`config.mk`:
```
export PLATFORM = sky130hd
export DESIGN_NAME = llc_tag_store
export DESIGN_NICKNAME = d
export VERILOG_FILES = /design/src/common/llc_geom_pkg.sv /design/src/common/llc_op_pkg.sv /design/src/logic/llc_tag_ram.sv /design/src/logic/llc_tag_match.sv /design/src/logic/llc_plru.sv /design/src/logic/llc_resp_reg.sv /design/src/tag_store/llc_tag_ctrl.sv /design/src/tag_store/llc_tag_store.sv
export SDC_FILE = /design/constraint.sdc
export NUM_CORES = 1
export LEC_CHECK = 0
export BUFFER_PORTS_ARGS = -buffer_cell sky130_fd_sc_hd__buf_4
export CORE_MARGIN = 2
export CORE_UTILIZATION = 35
export DETAILED_ROUTE_END_ITERATION = 12
export SLEW_MARGIN = 20
export SYNTH_ARGS = -nofsm -noshare
export SYNTH_HDL_FRONTEND = slang
export SYNTH_SLANG_ARGS = --single-unit
```
`constraint.sdc`:
```
create_clock -name clk_i -period 5.7 [get_ports clk_i]
set_input_delay 1.14 -clock clk_i [delete_from_list [all_inputs] [get_ports clk_i]]
set_output_delay 1.14 -clock clk_i [all_outputs]
set_load 0.005 [all_outputs]
```
`src/common/llc_geom_pkg.sv`:
```
// Cache geometry constants for the LLC tag store, used as parameter defaults by the top level
package llc_geom_pkg;

  // Associativity
  // Fixed, the tree pseudo-LRU is built for exactly four leaves
  localparam int unsigned NUM_WAYS = 4;

  // Default number of sets per way
  // The top level passes its own value down to every module that indexes a set
  localparam int unsigned DEF_NUM_LINES = 16;

  // Default tag width in bits
  // Excludes the valid and dirty flags stored next to the tag
  localparam int unsigned DEF_TAG_WIDTH = 12;

endpackage

```
`src/common/llc_op_pkg.sv`:
```
// Request mode codes and tag word layout shared by the tag store control and datapath
package llc_op_pkg;

  // Width of the request mode field
  localparam int unsigned MODE_W = 2;

  // Way-targeted eviction, the named word is cleared afterwards
  localparam logic [MODE_W-1:0] MODE_FLUSH = 2'b10;
  // Tag compare over the enabled ways, with a write-back when needed
  localparam logic [MODE_W-1:0] MODE_LOOKUP = 2'b11;
  // Other codes are accepted and dropped without a response

  // Tag word layout
  // The tag sits in the low bits, the two flags sit above it
  // Flag positions are counted from the first bit above the tag
  localparam int unsigned TW_DIT_BIT = 0;
  localparam int unsigned TW_VAL_BIT = 1;

  // Number of flag bits stored on top of each tag
  localparam int unsigned TW_FLAG_BITS = 2;

endpackage

```
`src/logic/llc_tag_ram.sv`:
```
// Four-way tag memory with registered read, used by the tag store for lookups and write-backs
`timescale 1ns/1ns

module llc_tag_ram import llc_geom_pkg::*, llc_op_pkg::*; #(
  parameter int unsigned NumLines = DEF_NUM_LINES,
  parameter int unsigned TagWidth = DEF_TAG_WIDTH,
  localparam int unsigned IdxWidth = $clog2(NumLines),
  localparam int unsigned WordWidth = TagWidth + TW_FLAG_BITS
) (
  input  logic                               clk_i,
  input  logic                               rst_n_i,
  input  logic                               ram_req_i,
  // Per-way write mask, all zero means a read of every way
  input  logic [NUM_WAYS-1:0]                ram_we_i,
  input  logic [IdxWidth-1:0]                index_i,
  input  logic [WordWidth-1:0]               wword_i,
  output logic [NUM_WAYS-1:0][WordWidth-1:0] rword_o,
  output logic                               rvalid_o
);

  logic [WordWidth-1:0]               mem_q [NUM_WAYS][NumLines];
  // Set once a word has been written since reset
  logic [NumLines-1:0][NUM_WAYS-1:0]  written_q;
  logic [NUM_WAYS-1:0][WordWidth-1:0] rdata_q;
  logic [NUM_WAYS-1:0]                rflag_q;
  logic                               rd_en;

  assign rd_en = ram_req_i & ~(|ram_we_i);

  always_ff @(posedge clk_i) begin
    if (ram_req_i) begin
      for (int w = 0; w < NUM_WAYS; w++) begin
        if (ram_we_i[w]) begin
          mem_q[w][index_i] <= wword_i;
        end
      end
    end
    // Read data holds until the next read
    if (rd_en) begin
      for (int w = 0; w < NUM_WAYS; w++) begin
        rdata_q[w] <= mem_q[w][index_i];
      end
      rflag_q <= written_q[index_i];
    end
  end

  always_ff @(posedge clk_i) begin
    if (!rst_n_i) begin
      written_q <= '0;
      rvalid_o  <= 1'b0;
    end else begin
      if (ram_req_i) begin
        written_q[index_i] <= written_q[index_i] | ram_we_i;
      end
      rvalid_o <= rd_en;
    end
  end

  // Never-written words read back as all zeros, so invalid
  always_comb begin
    for (int w = 0; w < NUM_WAYS; w++) begin
      rword_o[w] = rflag_q[w] ? rdata_q[w] : '0;
    end
  end

endmodule

```
`src/logic/llc_tag_match.sv`:
```
// Per-way tag compare and stored word select for the tag store controller
`timescale 1ns/1ns

module llc_tag_match import llc_geom_pkg::*, llc_op_pkg::*; #(
  parameter int unsigned TagWidth = DEF_TAG_WIDTH,
  localparam int unsigned WordWidth = TagWidth + TW_FLAG_BITS
) (
  // Words read from all ways of one set
  input  logic [NUM_WAYS-1:0][WordWidth-1:0] rword_i,
  input  logic [TagWidth-1:0]                cmp_tag_i,
  // Ways taking part in the compare
  input  logic [NUM_WAYS-1:0]                cmp_way_i,
  // One-hot way whose stored word is reported
  input  logic [NUM_WAYS-1:0]                sel_way_i,
  output logic [NUM_WAYS-1:0]                hit_o,
  output logic [NUM_WAYS-1:0]                tw_val_o,
  output logic [NUM_WAYS-1:0]                tw_dit_o,
  output logic [TagWidth-1:0]                sel_tag_o,
  output logic                               sel_val_o,
  output logic                               sel_dit_o
);

  logic [WordWidth-1:0] sel_word;
  logic [NUM_WAYS-1:0]  tag_equ;

  always_comb begin
    sel_word = '0;
    for (int w = 0; w < NUM_WAYS; w++) begin
      tw_val_o[w] = rword_i[w][TagWidth + TW_VAL_BIT];
      tw_dit_o[w] = rword_i[w][TagWidth + TW_DIT_BIT];
      tag_equ[w]  = (rword_i[w][TagWidth-1:0] == cmp_tag_i);
      // Stale tags in invalid or disabled ways never hit
      hit_o[w]    = cmp_way_i[w] & tw_val_o[w] & tag_equ[w];
      // AND-OR mux, select is one-hot
      sel_word    = sel_word | (rword_i[w] & {WordWidth{sel_way_i[w]}});
    end
  end

  assign sel_tag_o = sel_word[TagWidth-1:0];
  assign sel_val_o = sel_word[TagWidth + TW_VAL_BIT];
  assign sel_dit_o = sel_word[TagWidth + TW_DIT_BIT];

endmodule

```
`src/logic/llc_plru.sv`:
```
// Tree pseudo-LRU per set, gives a lock-aware victim for lookup misses in the tag store
`timescale 1ns/1ns

module llc_plru import llc_geom_pkg::*; #(
  parameter int unsigned NumLines = DEF_NUM_LINES,
  localparam int unsigned IdxWidth = $clog2(NumLines)
) (
  input  logic                clk_i,
  input  logic                rst_n_i,
  // Marks way_i of set index_i as most recently used
  input  logic                update_i,
  input  logic [IdxWidth-1:0] index_i,
  input  logic [NUM_WAYS-1:0] way_i,
  input  logic [NUM_WAYS-1:0] lock_i,
  input  logic [NUM_WAYS-1:0] enable_i,
  output logic [NUM_WAYS-1:0] victim_o
);

  // Bit 0 is the root, bit 1 picks within ways 0/1, bit 2 within ways 2/3
  logic [NumLines-1:0][2:0] tree_q;
  logic [2:0]               cur_bits;
  logic [1:0]               tree_way;
  logic [NUM_WAYS-1:0]      tree_oh;
  logic [NUM_WAYS-1:0]      usable;

  assign cur_bits = tree_q[index_i];
  // Root set means upper pair, pair bit set means the higher way
  assign tree_way = cur_bits[0] ? {1'b1, cur_bits[2]} : {1'b0, cur_bits[1]};
  assign tree_oh  = NUM_WAYS'(1) << tree_way;
  assign usable   = enable_i & ~lock_i;
  // Fall back to the lowest usable way when the tree points at a blocked one
  assign victim_o = (|(tree_oh & usable)) ? tree_oh : (usable & (~usable + 1'b1));

  always_ff @(posedge clk_i) begin
    if (!rst_n_i) begin
      tree_q <= '0;
    end else if (update_i) begin
      // Point every bit on the path away from the accessed way
      if (|way_i[1:0]) begin
        tree_q[index_i][0] <= 1'b1;
        tree_q[index_i][1] <= way_i[0];
      end else if (|way_i[3:2]) begin
        tree_q[index_i][0] <= 1'b0;
        tree_q[index_i][2] <= way_i[2];
      end
    end
  end

endmodule

```
`src/logic/llc_resp_reg.sv`:
```
// One-entry response register between the tag compare and the response port of the tag store
`timescale 1ns/1ns

module llc_resp_reg import llc_geom_pkg::*; #(
  parameter int unsigned TagWidth = DEF_TAG_WIDTH
) (
  input  logic                clk_i,
  input  logic                rst_n_i,
  // From the controller
  input  logic                valid_i,
  output logic                ready_o,
  input  logic [NUM_WAYS-1:0] way_i,
  input  logic                hit_i,
  input  logic                evict_i,
  input  logic [TagWidth-1:0] evict_tag_i,
  // To the outside
  output logic                valid_o,
  input  logic                ready_i,
  output logic [NUM_WAYS-1:0] way_o,
  output logic                hit_o,
  output logic                evict_o,
  output logic [TagWidth-1:0] evict_tag_o
);

  logic full_q;
  logic load;

  // Free when empty or when the held entry leaves on this edge
  assign ready_o = ~full_q | ready_i;
  assign load    = valid_i & ready_o;
  assign valid_o = full_q;

  always_ff @(posedge clk_i) begin
    if (!rst_n_i) begin
      full_q <= 1'b0;
    end else if (load) begin
      full_q <= 1'b1;
    end else if (ready_i) begin
      full_q <= 1'b0;
    end
  end

  // Data only changes on a load, so it stays put under back-pressure
  always_ff @(posedge clk_i) begin
    if (load) begin
      way_o       <= way_i;
      hit_o       <= hit_i;
      evict_o     <= evict_i;
      evict_tag_o <= evict_tag_i;
    end
  end

endmodule

```
`src/tag_store/llc_tag_ctrl.sv`:
```
// Tag store controller, accepts one request, reads the set, builds the response and writes back
`timescale 1ns/1ns

module llc_tag_ctrl import llc_geom_pkg::*, llc_op_pkg::*; #(
  parameter int unsigned NumLines = DEF_NUM_LINES,
  parameter int unsigned TagWidth = DEF_TAG_WIDTH,
  localparam int unsigned IdxWidth = $clog2(NumLines),
  localparam int unsigned WordWidth = TagWidth + TW_FLAG_BITS
) (
  input  logic                 clk_i,
  input  logic                 rst_n_i,
  // Request
  input  logic                 req_valid_i,
  output logic                 req_ready_o,
  input  logic [MODE_W-1:0]    req_mode_i,
  input  logic [IdxWidth-1:0]  req_index_i,
  input  logic [TagWidth-1:0]  req_tag_i,
  input  logic                 req_dirty_i,
  input  logic [NUM_WAYS-1:0]  req_way_i,
  // Tag RAM
  output logic                 ram_req_o,
  output logic [NUM_WAYS-1:0]  ram_we_o,
  output logic [IdxWidth-1:0]  ram_index_o,
  output logic [WordWidth-1:0] ram_wword_o,
  input  logic                 ram_rvalid_i,
  // Matcher
  output logic [TagWidth-1:0]  cmp_tag_o,
  output logic [NUM_WAYS-1:0]  cmp_way_o,
  output logic [NUM_WAYS-1:0]  sel_way_o,
  input  logic [NUM_WAYS-1:0]  hit_i,
  input  logic [NUM_WAYS-1:0]  tw_val_i,
  input  logic [NUM_WAYS-1:0]  tw_dit_i,
  input  logic [TagWidth-1:0]  sel_tag_i,
  input  logic                 sel_val_i,
  input  logic                 sel_dit_i,
  // PLRU
  output logic                 plru_update_o,
  output logic [IdxWidth-1:0]  plru_index_o,
  output logic [NUM_WAYS-1:0]  plru_way_o,
  input  logic [NUM_WAYS-1:0]  victim_i,
  // Response register
  output logic                 rsp_valid_o,
  input  logic                 rsp_ready_i,
  output logic [NUM_WAYS-1:0]  rsp_way_o,
  output logic                 rsp_hit_o,
  output logic                 rsp_evict_o,
  output logic [TagWidth-1:0]  rsp_evict_tag_o
);

  // Control state
  logic                 busy_q;
  logic                 rd_pend_q;
  logic                 rvalid_q;
  // Accepted request
  logic [MODE_W-1:0]    mode_q;
  logic [IdxWidth-1:0]  index_q;
  logic [TagWidth-1:0]  tag_q;
  logic                 dirty_q;
  logic [NUM_WAYS-1:0]  way_q;

  logic                 accept;
  logic                 req_known;
  logic                 is_lookup;
  logic                 push;
  logic                 any_hit;
  logic [NUM_WAYS-1:0]  free_ways;
  logic [NUM_WAYS-1:0]  miss_way;
  logic                 wb_en;
  logic [NUM_WAYS-1:0]  wb_mask;

  // Only taken while idle, unknown modes are swallowed here
  assign req_ready_o = ~busy_q;
  assign accept      = req_valid_i & ~busy_q;
  assign req_known   = (req_mode_i == MODE_LOOKUP) || (req_mode_i == MODE_FLUSH);
  assign is_lookup   = (mode_q == MODE_LOOKUP);

  // Result is ready once the read came back, also after waiting on a full register
  assign rsp_valid_o = busy_q & (ram_rvalid_i | rvalid_q);
  assign push        = rsp_valid_o & rsp_ready_i;

  assign cmp_tag_o = tag_q;
  assign cmp_way_o = way_q;
  assign any_hit   = |hit_i;

  // Prefer an empty enabled way, lowest index first, before asking the PLRU
  assign free_ways = way_q & ~tw_val_i;
  assign miss_way  = (|free_ways) ? (free_ways & (~free_ways + 1'b1)) : victim_i;

  // Response and write-back word per mode
  always_comb begin
    sel_way_o       = way_q;
    rsp_way_o       = way_q;
    rsp_hit_o       = 1'b0;
    rsp_evict_o     = sel_val_i & sel_dit_i;
    rsp_evict_tag_o = sel_tag_i;
    // Flush clears the named word
    wb_en           = 1'b1;
    ram_wword_o     = '0;
    if (is_lookup) begin
      ram_wword_o[TagWidth-1:0]         = tag_q;
      ram_wword_o[TagWidth + TW_VAL_BIT] = 1'b1;
      if (any_hit) begin
        sel_way_o       = hit_i;
        rsp_way_o       = hit_i;
        rsp_hit_o       = 1'b1;
        rsp_evict_o     = 1'b0;
        rsp_evict_tag_o = '0;
        // Rewrite only to turn a clean line dirty
        wb_en           = dirty_q & ~(|(hit_i & tw_dit_i));
        ram_wword_o[TagWidth + TW_DIT_BIT] = 1'b1;
      end else begin
        // Miss, the victim's old word decides the eviction
        sel_way_o = miss_way;
        rsp_way_o = miss_way;
        ram_wword_o[TagWidth + TW_DIT_BIT] = dirty_q;
      end
    end
  end

  // Write-back goes out on the push edge, ahead of any later read
  assign wb_mask     = (push & wb_en) ? rsp_way_o : '0;
  assign ram_we_o    = wb_mask;
  assign ram_req_o   = rd_pend_q | (|wb_mask);
  assign ram_index_o = index_q;

  // Every lookup result marks its way as most recently used
  assign plru_update_o = push & is_lookup;
  assign plru_index_o  = index_q;
  assign plru_way_o    = rsp_way_o;

  always_ff @(posedge clk_i) begin
    if (!rst_n_i) begin
      busy_q    <= 1'b0;
      rd_pend_q <= 1'b0;
      rvalid_q  <= 1'b0;
    end else begin
      if (accept) begin
        busy_q <= req_known;
      end else if (push) begin
        busy_q <= 1'b0;
      end
      // Read is issued in the cycle after acceptance
      rd_pend_q <= accept & req_known;
      // Remember the read strobe while the response register is full
      rvalid_q  <= ~push & (rvalid_q | ram_rvalid_i);
    end
  end

  always_ff @(posedge clk_i) begin
    if (accept) begin
      mode_q  <= req_mode_i;
      index_q <= req_index_i;
      tag_q   <= req_tag_i;
      dirty_q <= req_dirty_i;
      way_q   <= req_way_i;
    end
  end

endmodule

```
`src/tag_store/llc_tag_store.sv`:
```
// Top level of the LLC tag store, connects controller, tag RAM, matcher, PLRU and response register
`timescale 1ns/1ns

module llc_tag_store import llc_geom_pkg::*, llc_op_pkg::*; #(
  parameter int unsigned NumLines = DEF_NUM_LINES,
  parameter int unsigned TagWidth = DEF_TAG_WIDTH,
  localparam int unsigned IdxWidth = $clog2(NumLines),
  localparam int unsigned WordWidth = TagWidth + TW_FLAG_BITS
) (
  input  logic                clk_i,
  input  logic                rst_n_i,
  // Request side
  input  logic                req_valid_i,
  output logic                req_ready_o,
  input  logic [MODE_W-1:0]   req_mode_i,
  input  logic [IdxWidth-1:0] req_index_i,
  input  logic [TagWidth-1:0] req_tag_i,
  input  logic                req_dirty_i,
  input  logic [NUM_WAYS-1:0] req_way_i,
  // Locked ways, never picked as a PLRU victim
  input  logic [NUM_WAYS-1:0] total_lock_i,
  // Response side
  output logic                res_valid_o,
  input  logic                res_ready_i,
  output logic [NUM_WAYS-1:0] res_way_o,
  output logic                res_hit_o,
  output logic                res_evict_o,
  output logic [TagWidth-1:0] res_evict_tag_o
);

  // Tag RAM port
  logic                               ram_req;
  logic [NUM_WAYS-1:0]                ram_we;
  logic [IdxWidth-1:0]                ram_index;
  logic [WordWidth-1:0]               ram_wword;
  logic [NUM_WAYS-1:0][WordWidth-1:0] ram_rword;
  logic                               ram_rvalid;
  // Matcher
  logic [TagWidth-1:0]                cmp_tag;
  logic [NUM_WAYS-1:0]                cmp_way;
  logic [NUM_WAYS-1:0]                sel_way;
  logic [NUM_WAYS-1:0]                hit;
  logic [NUM_WAYS-1:0]                tw_val;
  logic [NUM_WAYS-1:0]                tw_dit;
  logic [TagWidth-1:0]                sel_tag;
  logic                               sel_val;
  logic                               sel_dit;
  // Replacement
  logic                               plru_update;
  logic [IdxWidth-1:0]                plru_index;
  logic [NUM_WAYS-1:0]                plru_way;
  logic [NUM_WAYS-1:0]                victim;
  // Controller to response register
  logic                               rsp_valid;
  logic                               rsp_ready;
  logic [NUM_WAYS-1:0]                rsp_way;
  logic                               rsp_hit;
  logic                               rsp_evict;
  logic [TagWidth-1:0]                rsp_evict_tag;

  llc_tag_ctrl #(
    .NumLines ( NumLines ),
    .TagWidth ( TagWidth )
  ) u_ctrl (
    .clk_i           ( clk_i         ),
    .rst_n_i         ( rst_n_i       ),
    .req_valid_i     ( req_valid_i   ),
    .req_ready_o     ( req_ready_o   ),
    .req_mode_i      ( req_mode_i    ),
    .req_index_i     ( req_index_i   ),
    .req_tag_i       ( req_tag_i     ),
    .req_dirty_i     ( req_dirty_i   ),
    .req_way_i       ( req_way_i     ),
    .ram_req_o       ( ram_req       ),
    .ram_we_o        ( ram_we        ),
    .ram_index_o     ( ram_index     ),
    .ram_wword_o     ( ram_wword     ),
    .ram_rvalid_i    ( ram_rvalid    ),
    .cmp_tag_o       ( cmp_tag       ),
    .cmp_way_o       ( cmp_way       ),
    .sel_way_o       ( sel_way       ),
    .hit_i           ( hit           ),
    .tw_val_i        ( tw_val        ),
    .tw_dit_i        ( tw_dit        ),
    .sel_tag_i       ( sel_tag       ),
    .sel_val_i       ( sel_val       ),
    .sel_dit_i       ( sel_dit       ),
    .plru_update_o   ( plru_update   ),
    .plru_index_o    ( plru_index    ),
    .plru_way_o      ( plru_way      ),
    .victim_i        ( victim        ),
    .rsp_valid_o     ( rsp_valid     ),
    .rsp_ready_i     ( rsp_ready     ),
    .rsp_way_o       ( rsp_way       ),
    .rsp_hit_o       ( rsp_hit       ),
    .rsp_evict_o     ( rsp_evict     ),
    .rsp_evict_tag_o ( rsp_evict_tag )
  );

  llc_tag_ram #(
    .NumLines ( NumLines ),
    .TagWidth ( TagWidth )
  ) u_ram (
    .clk_i     ( clk_i      ),
    .rst_n_i   ( rst_n_i    ),
    .ram_req_i ( ram_req    ),
    .ram_we_i  ( ram_we     ),
    .index_i   ( ram_index  ),
    .wword_i   ( ram_wword  ),
    .rword_o   ( ram_rword  ),
    .rvalid_o  ( ram_rvalid )
  );

  llc_tag_match #(
    .TagWidth ( TagWidth )
  ) u_match (
    .rword_i   ( ram_rword ),
    .cmp_tag_i ( cmp_tag   ),
    .cmp_way_i ( cmp_way   ),
    .sel_way_i ( sel_way   ),
    .hit_o     ( hit       ),
    .tw_val_o  ( tw_val    ),
    .tw_dit_o  ( tw_dit    ),
    .sel_tag_o ( sel_tag   ),
    .sel_val_o ( sel_val   ),
    .sel_dit_o ( sel_dit   )
  );

  // Victim choice only looks at the ways the requester enabled
  llc_plru #(
    .NumLines ( NumLines )
  ) u_plru (
    .clk_i    ( clk_i        ),
    .rst_n_i  ( rst_n_i      ),
    .update_i ( plru_update  ),
    .index_i  ( plru_index   ),
    .way_i    ( plru_way     ),
    .lock_i   ( total_lock_i ),
    .enable_i ( cmp_way      ),
    .victim_o ( victim       )
  );

  llc_resp_reg #(
    .TagWidth ( TagWidth )
  ) u_resp (
    .clk_i       ( clk_i           ),
    .rst_n_i     ( rst_n_i         ),
    .valid_i     ( rsp_valid       ),
    .ready_o     ( rsp_ready       ),
    .way_i       ( rsp_way         ),
    .hit_i       ( rsp_hit         ),
    .evict_i     ( rsp_evict       ),
    .evict_tag_i ( rsp_evict_tag   ),
    .valid_o     ( res_valid_o     ),
    .ready_i     ( res_ready_i     ),
    .way_o       ( res_way_o       ),
    .hit_o       ( res_hit_o       ),
    .evict_o     ( res_evict_o     ),
    .evict_tag_o ( res_evict_tag_o )
  );

endmodule

```
==> results.py <==
metrics = {
    "global_routing": {
        "overflow": 0,
        "grt_pass1_wl_mm": 162,
        "grt_antenna_before_repair": 4,
        "grt_start_max_net_pins": 137,
        "grt_pass1_vias": 22900,
        "track_usage_pct": 17.4,
    },
    "sta": {
        "hold_slack_ps": 449,
        "slew_headroom_pct": 20.7,
        "setup_viol": 0,
        "slew_violations": 0,
        "finalWorstSetupSlack_ps": 880,
        "final.setup.tns_ps": 0,
        "fin_skew_ps": 29.5,
        "hold_viol_final": 0,
        "max_freq_mhz": 207,
        "finalCriticalPeriod_ps": 4820,
        "rsz0062_at_grt": "no",
        "worst_slew_pin_slew_ps": 1190,
        "fin_crit_sh_pct": 84.6,
    },
    "final_layout": {
        "synthToLayoutAreaGrowth_pct": 14.4,
        "fin_cells": 4099,
        "nets": 2385,
        "fin_util_pct": 40.2,
        "drive_gt1_share_pct": 27.5,
        "final_cell_area_um2": 50300,
    },
    "worst_setup_path": {
        "end_kind": "flop",
        "worstSetupPathType": "reg -> reg",
        "worstSetupEndpoint": "u_ram.written_q[4]$_SDFFE_PN0P_",
        "reg2reg_to": "u_ram.written_q[4]$_SDFFE_PN0P_",
        "r2r_cells": 11,
        "r2r_setup_slack_ps": 880,
        "critical_path.startpoint_type": "flop",
        "cp_max_fo": 29,
        "required_ps": 6320,
        "cp-startpoint": "u_ctrl.plru_index_o[3]$_DFFE_PP_",
        "arrival_ps": 5440,
        "r2r_start": "u_ctrl.plru_index_o[3]$_DFFE_PP_",
    },
    "synth": {
        "yosys-top-cells-area": "edfxtp_1 (68%), mux4_2 (16%), dfxtp_1 (5.3%)",
        "post-synth-top-count-cell": "edfxtp_1",
        "muxShareOfSynthArea_pct": 16.4,
        "syn_nets": 2273,
        "synth_area_leader_cell": "edfxtp_1",
        "seq_area_frac_synth_pct": 73.3,
        "yosysWarnings": 0,
        "yosys-top-cells-count": "edfxtp_1 (997), mux4_2 (313), nor2_1 (122)",
        "ys_types": 65,
        "synth_simple_gate_area_share_pct": 4.14,
        "synth_xor_area_share_pct": 0.398,
        "postSynthCellCount": 2242,
        "synth_area_um2": 44000,
        "ys_ff_latch": 1114,
        "synthArstFlopShare_pct": 0,
        "synth_top_area_share_pct": 68.0,
        "synth_compound_area_share_pct": 4.18,
        "syn-mean-instance-area_um2": 19.6,
        "synth_top_family_by_area": "multiplexers",
        "synth_edf_count": 997,
        "synthAdderAreaFrac_pct": 0,
        "synthFlopType": "edfxtp_1",
    },
    "clocking": {
        "postCtsResizedCells": 0,
        "cts_tree": "built",
        "cts_sinks": 1114,
        "clk_pin_slew_worst_paths_ps": 60,
        "post_cts_buffers": 0,
        "hold_buffers": 0,
        "clockBufferDepth": 3,
        "numCtsBuffers": 109,
        "cts_max_level": 3,
        "cts-root-buf": "clkbuf_16",
        "clock_latency_ps": 700,
    },
    "floorplan": {
        "start_util_pct": 35.1,
        "core_area_um2": 125000,
        "die_w_um": 359,
        "die_h_um": 359,
        "ios": 51,
        "num_rows": 130,
        "dieArea_um2": 129000,
    },
    "drt": {
        "drcViolationCount": 0,
        "wl_mm": 112,
        "dr_wl_met2_mm": 53.2,
        "vias": 22600,
        "dr.pass1.iters": 5,
        "first_iter_violations": 2411,
        "antenna_left": 0,
        "via_per_inst": 5.52,
        "met1_length_mm": 48.2,
        "route.met3.wl_mm": 7.17,
        "wl_per_cell_um": 27.3,
        "routed.top_layer": "met4",
    },
    "power": {
        "p_seq_share_pct": 52.7,
        "combPwrFrac_pct": 5.2,
        "power_frac_clock_pct": 42.1,
        "internal_power_mw": 13.4,
        "switching_share_pct": 21.3,
        "cellLeakagePower_nw": 15.8,
        "p_per_area_nw_per_um2": 339,
        "p_total_mw": 17.1,
        "vdd_drop_max_mv": 0.211,
        "p_switching_mw": 3.64,
    },
    "placed_design": {
        "dp_hpwl_mm": 67.7,
        "dp_slack_ps": 904,
        "placed_cell_area_um2": 46700,
        "gp_congestion": 0.915,
        "placed_cells": 3893,
        "io_buffers": 50,
    },
    "job": {
        "cap_violations": 0,
    },
    "worst_hold_path": {
        "hp-class": "reg -> reg",
    },
    "run_status": {
        "status": "finished clean",
    },
}
-- power groups by stage --
stage	Clock [mW]	Combinational [mW]	Sequential [mW]
floorplan	0	0.602	9.13
global placement	0	0.886	9.18
detailed placement	0	0.904	9.18
CTS	7.33	0.907	9.00
global route	7.65	0.949	9.00
finish	7.19	0.893	9.00
-- cells in the final DEF (no fill, tap or decap), types with 8 or more instances in the layout --
cell       instances
clkinv_2          15
o21ai_0           39
a31oi_1           15
mux4_2           313
clkbuf_1          28
clkbuf_16        111
nor3_1            16
nand2_1           92
a21oi_1           27
nor2_1           120
nand3_1           20
a22oi_1           28
and2_1             8
o221a_1           32
a31o_2            12
inv_1             15
dfxtp_1          117
nand2b_1          21
edfxtp_1         997
nor3b_1           10
mux2i_1           19
nor4bb_1           8
and3_1             8
clkinv_1          22
bufinv_16         12
o21ai_1           10
buf_4            147
nor2b_1           14
o221a_2           16
xnor2_1           13
a21boi_0          20
-- worst max-delay path, cell delays in order, from the launching register on --
cell	delay, ps
edfxtp_1	520
buf_4	520
mux4_2	400
mux4_2	530
mux2i_1	170
a21oi_1	60
or3_1	400
or3_4	430
nand4_4	140
nand2_1	500
or3b_1	760
o221a_1	280
-- kinds of logic (layout without fill, tap and decap cells) --
| logic type | Yosys count | in the layout |
|---|---|---|
| flip-flops | 1114 | 1114 |
| AND/OR/NAND/NOR | 368 | 368 |
| multiplexers | 332 | 332 |
| AO/OA/AOI/OAI | 242 | 242 |
| buffers and inverters | 166 | 370 |
| XOR/XNOR | 20 | 20 |
| other | 0 | 3 |
-- per-layer routing --
metal,track usage [%],up-vias
li1,-,9519
met1,24.3,12100
met2,27.8,850
met3,2.80,167
met4,5.99,0
met5,0,-
-- state kept, by name, summed over array words and instances, names as in the netlist, 2 cells and up, named ones only --
name / count
u_ctrl.cmp_tag_o: 12
u_ctrl.cmp_way_o: 4
u_ctrl.mode_q: 2
u_ctrl.plru_index_o: 4
u_plru.tree_q: 32
u_ram.mem_q: 896
u_ram.rdata_q: 56
u_ram.rflag_q: 4
u_ram.written_q: 64
u_resp.evict_tag_o: 12
u_resp.way_o: 4
-- layout make-up --
class	count	area [um2]
well taps	1650	2060
repair buffers	151	1180
inverters	16	60.1
flip-flops and latches	1114	32300
diodes	3	7.51
clock inverters	62	677
clock buffers	141	2910
multi-input cells	962	11200
fillers	11000	74900
-- how the worst min path moves through the flow --
stage	start	to	slack [ps]	cells after the start
2_1_floorplan	u_ram.written_q[59]$_SDFFE_PN0P_	u_ram.written_q[59]$_SDFFE_PN0P_	420	2
3_3_place_gp	u_ram.written_q[7]$_SDFFE_PN0P_	u_ram.written_q[7]$_SDFFE_PN0P_	430	2
3_5_place_dp	u_ram.written_q[15]$_SDFFE_PN0P_	u_ram.written_q[15]$_SDFFE_PN0P_	440	2
4_1_cts	u_ram.written_q[15]$_SDFFE_PN0P_	u_ram.written_q[15]$_SDFFE_PN0P_	450	2
5_1_grt	u_ram.written_q[43]$_SDFFE_PN0P_	u_ram.written_q[43]$_SDFFE_PN0P_	470	2
6_report	u_ram.written_q[15]$_SDFFE_PN0P_	u_ram.written_q[15]$_SDFFE_PN0P_	450	2
(Power assumes the default switching activity.)
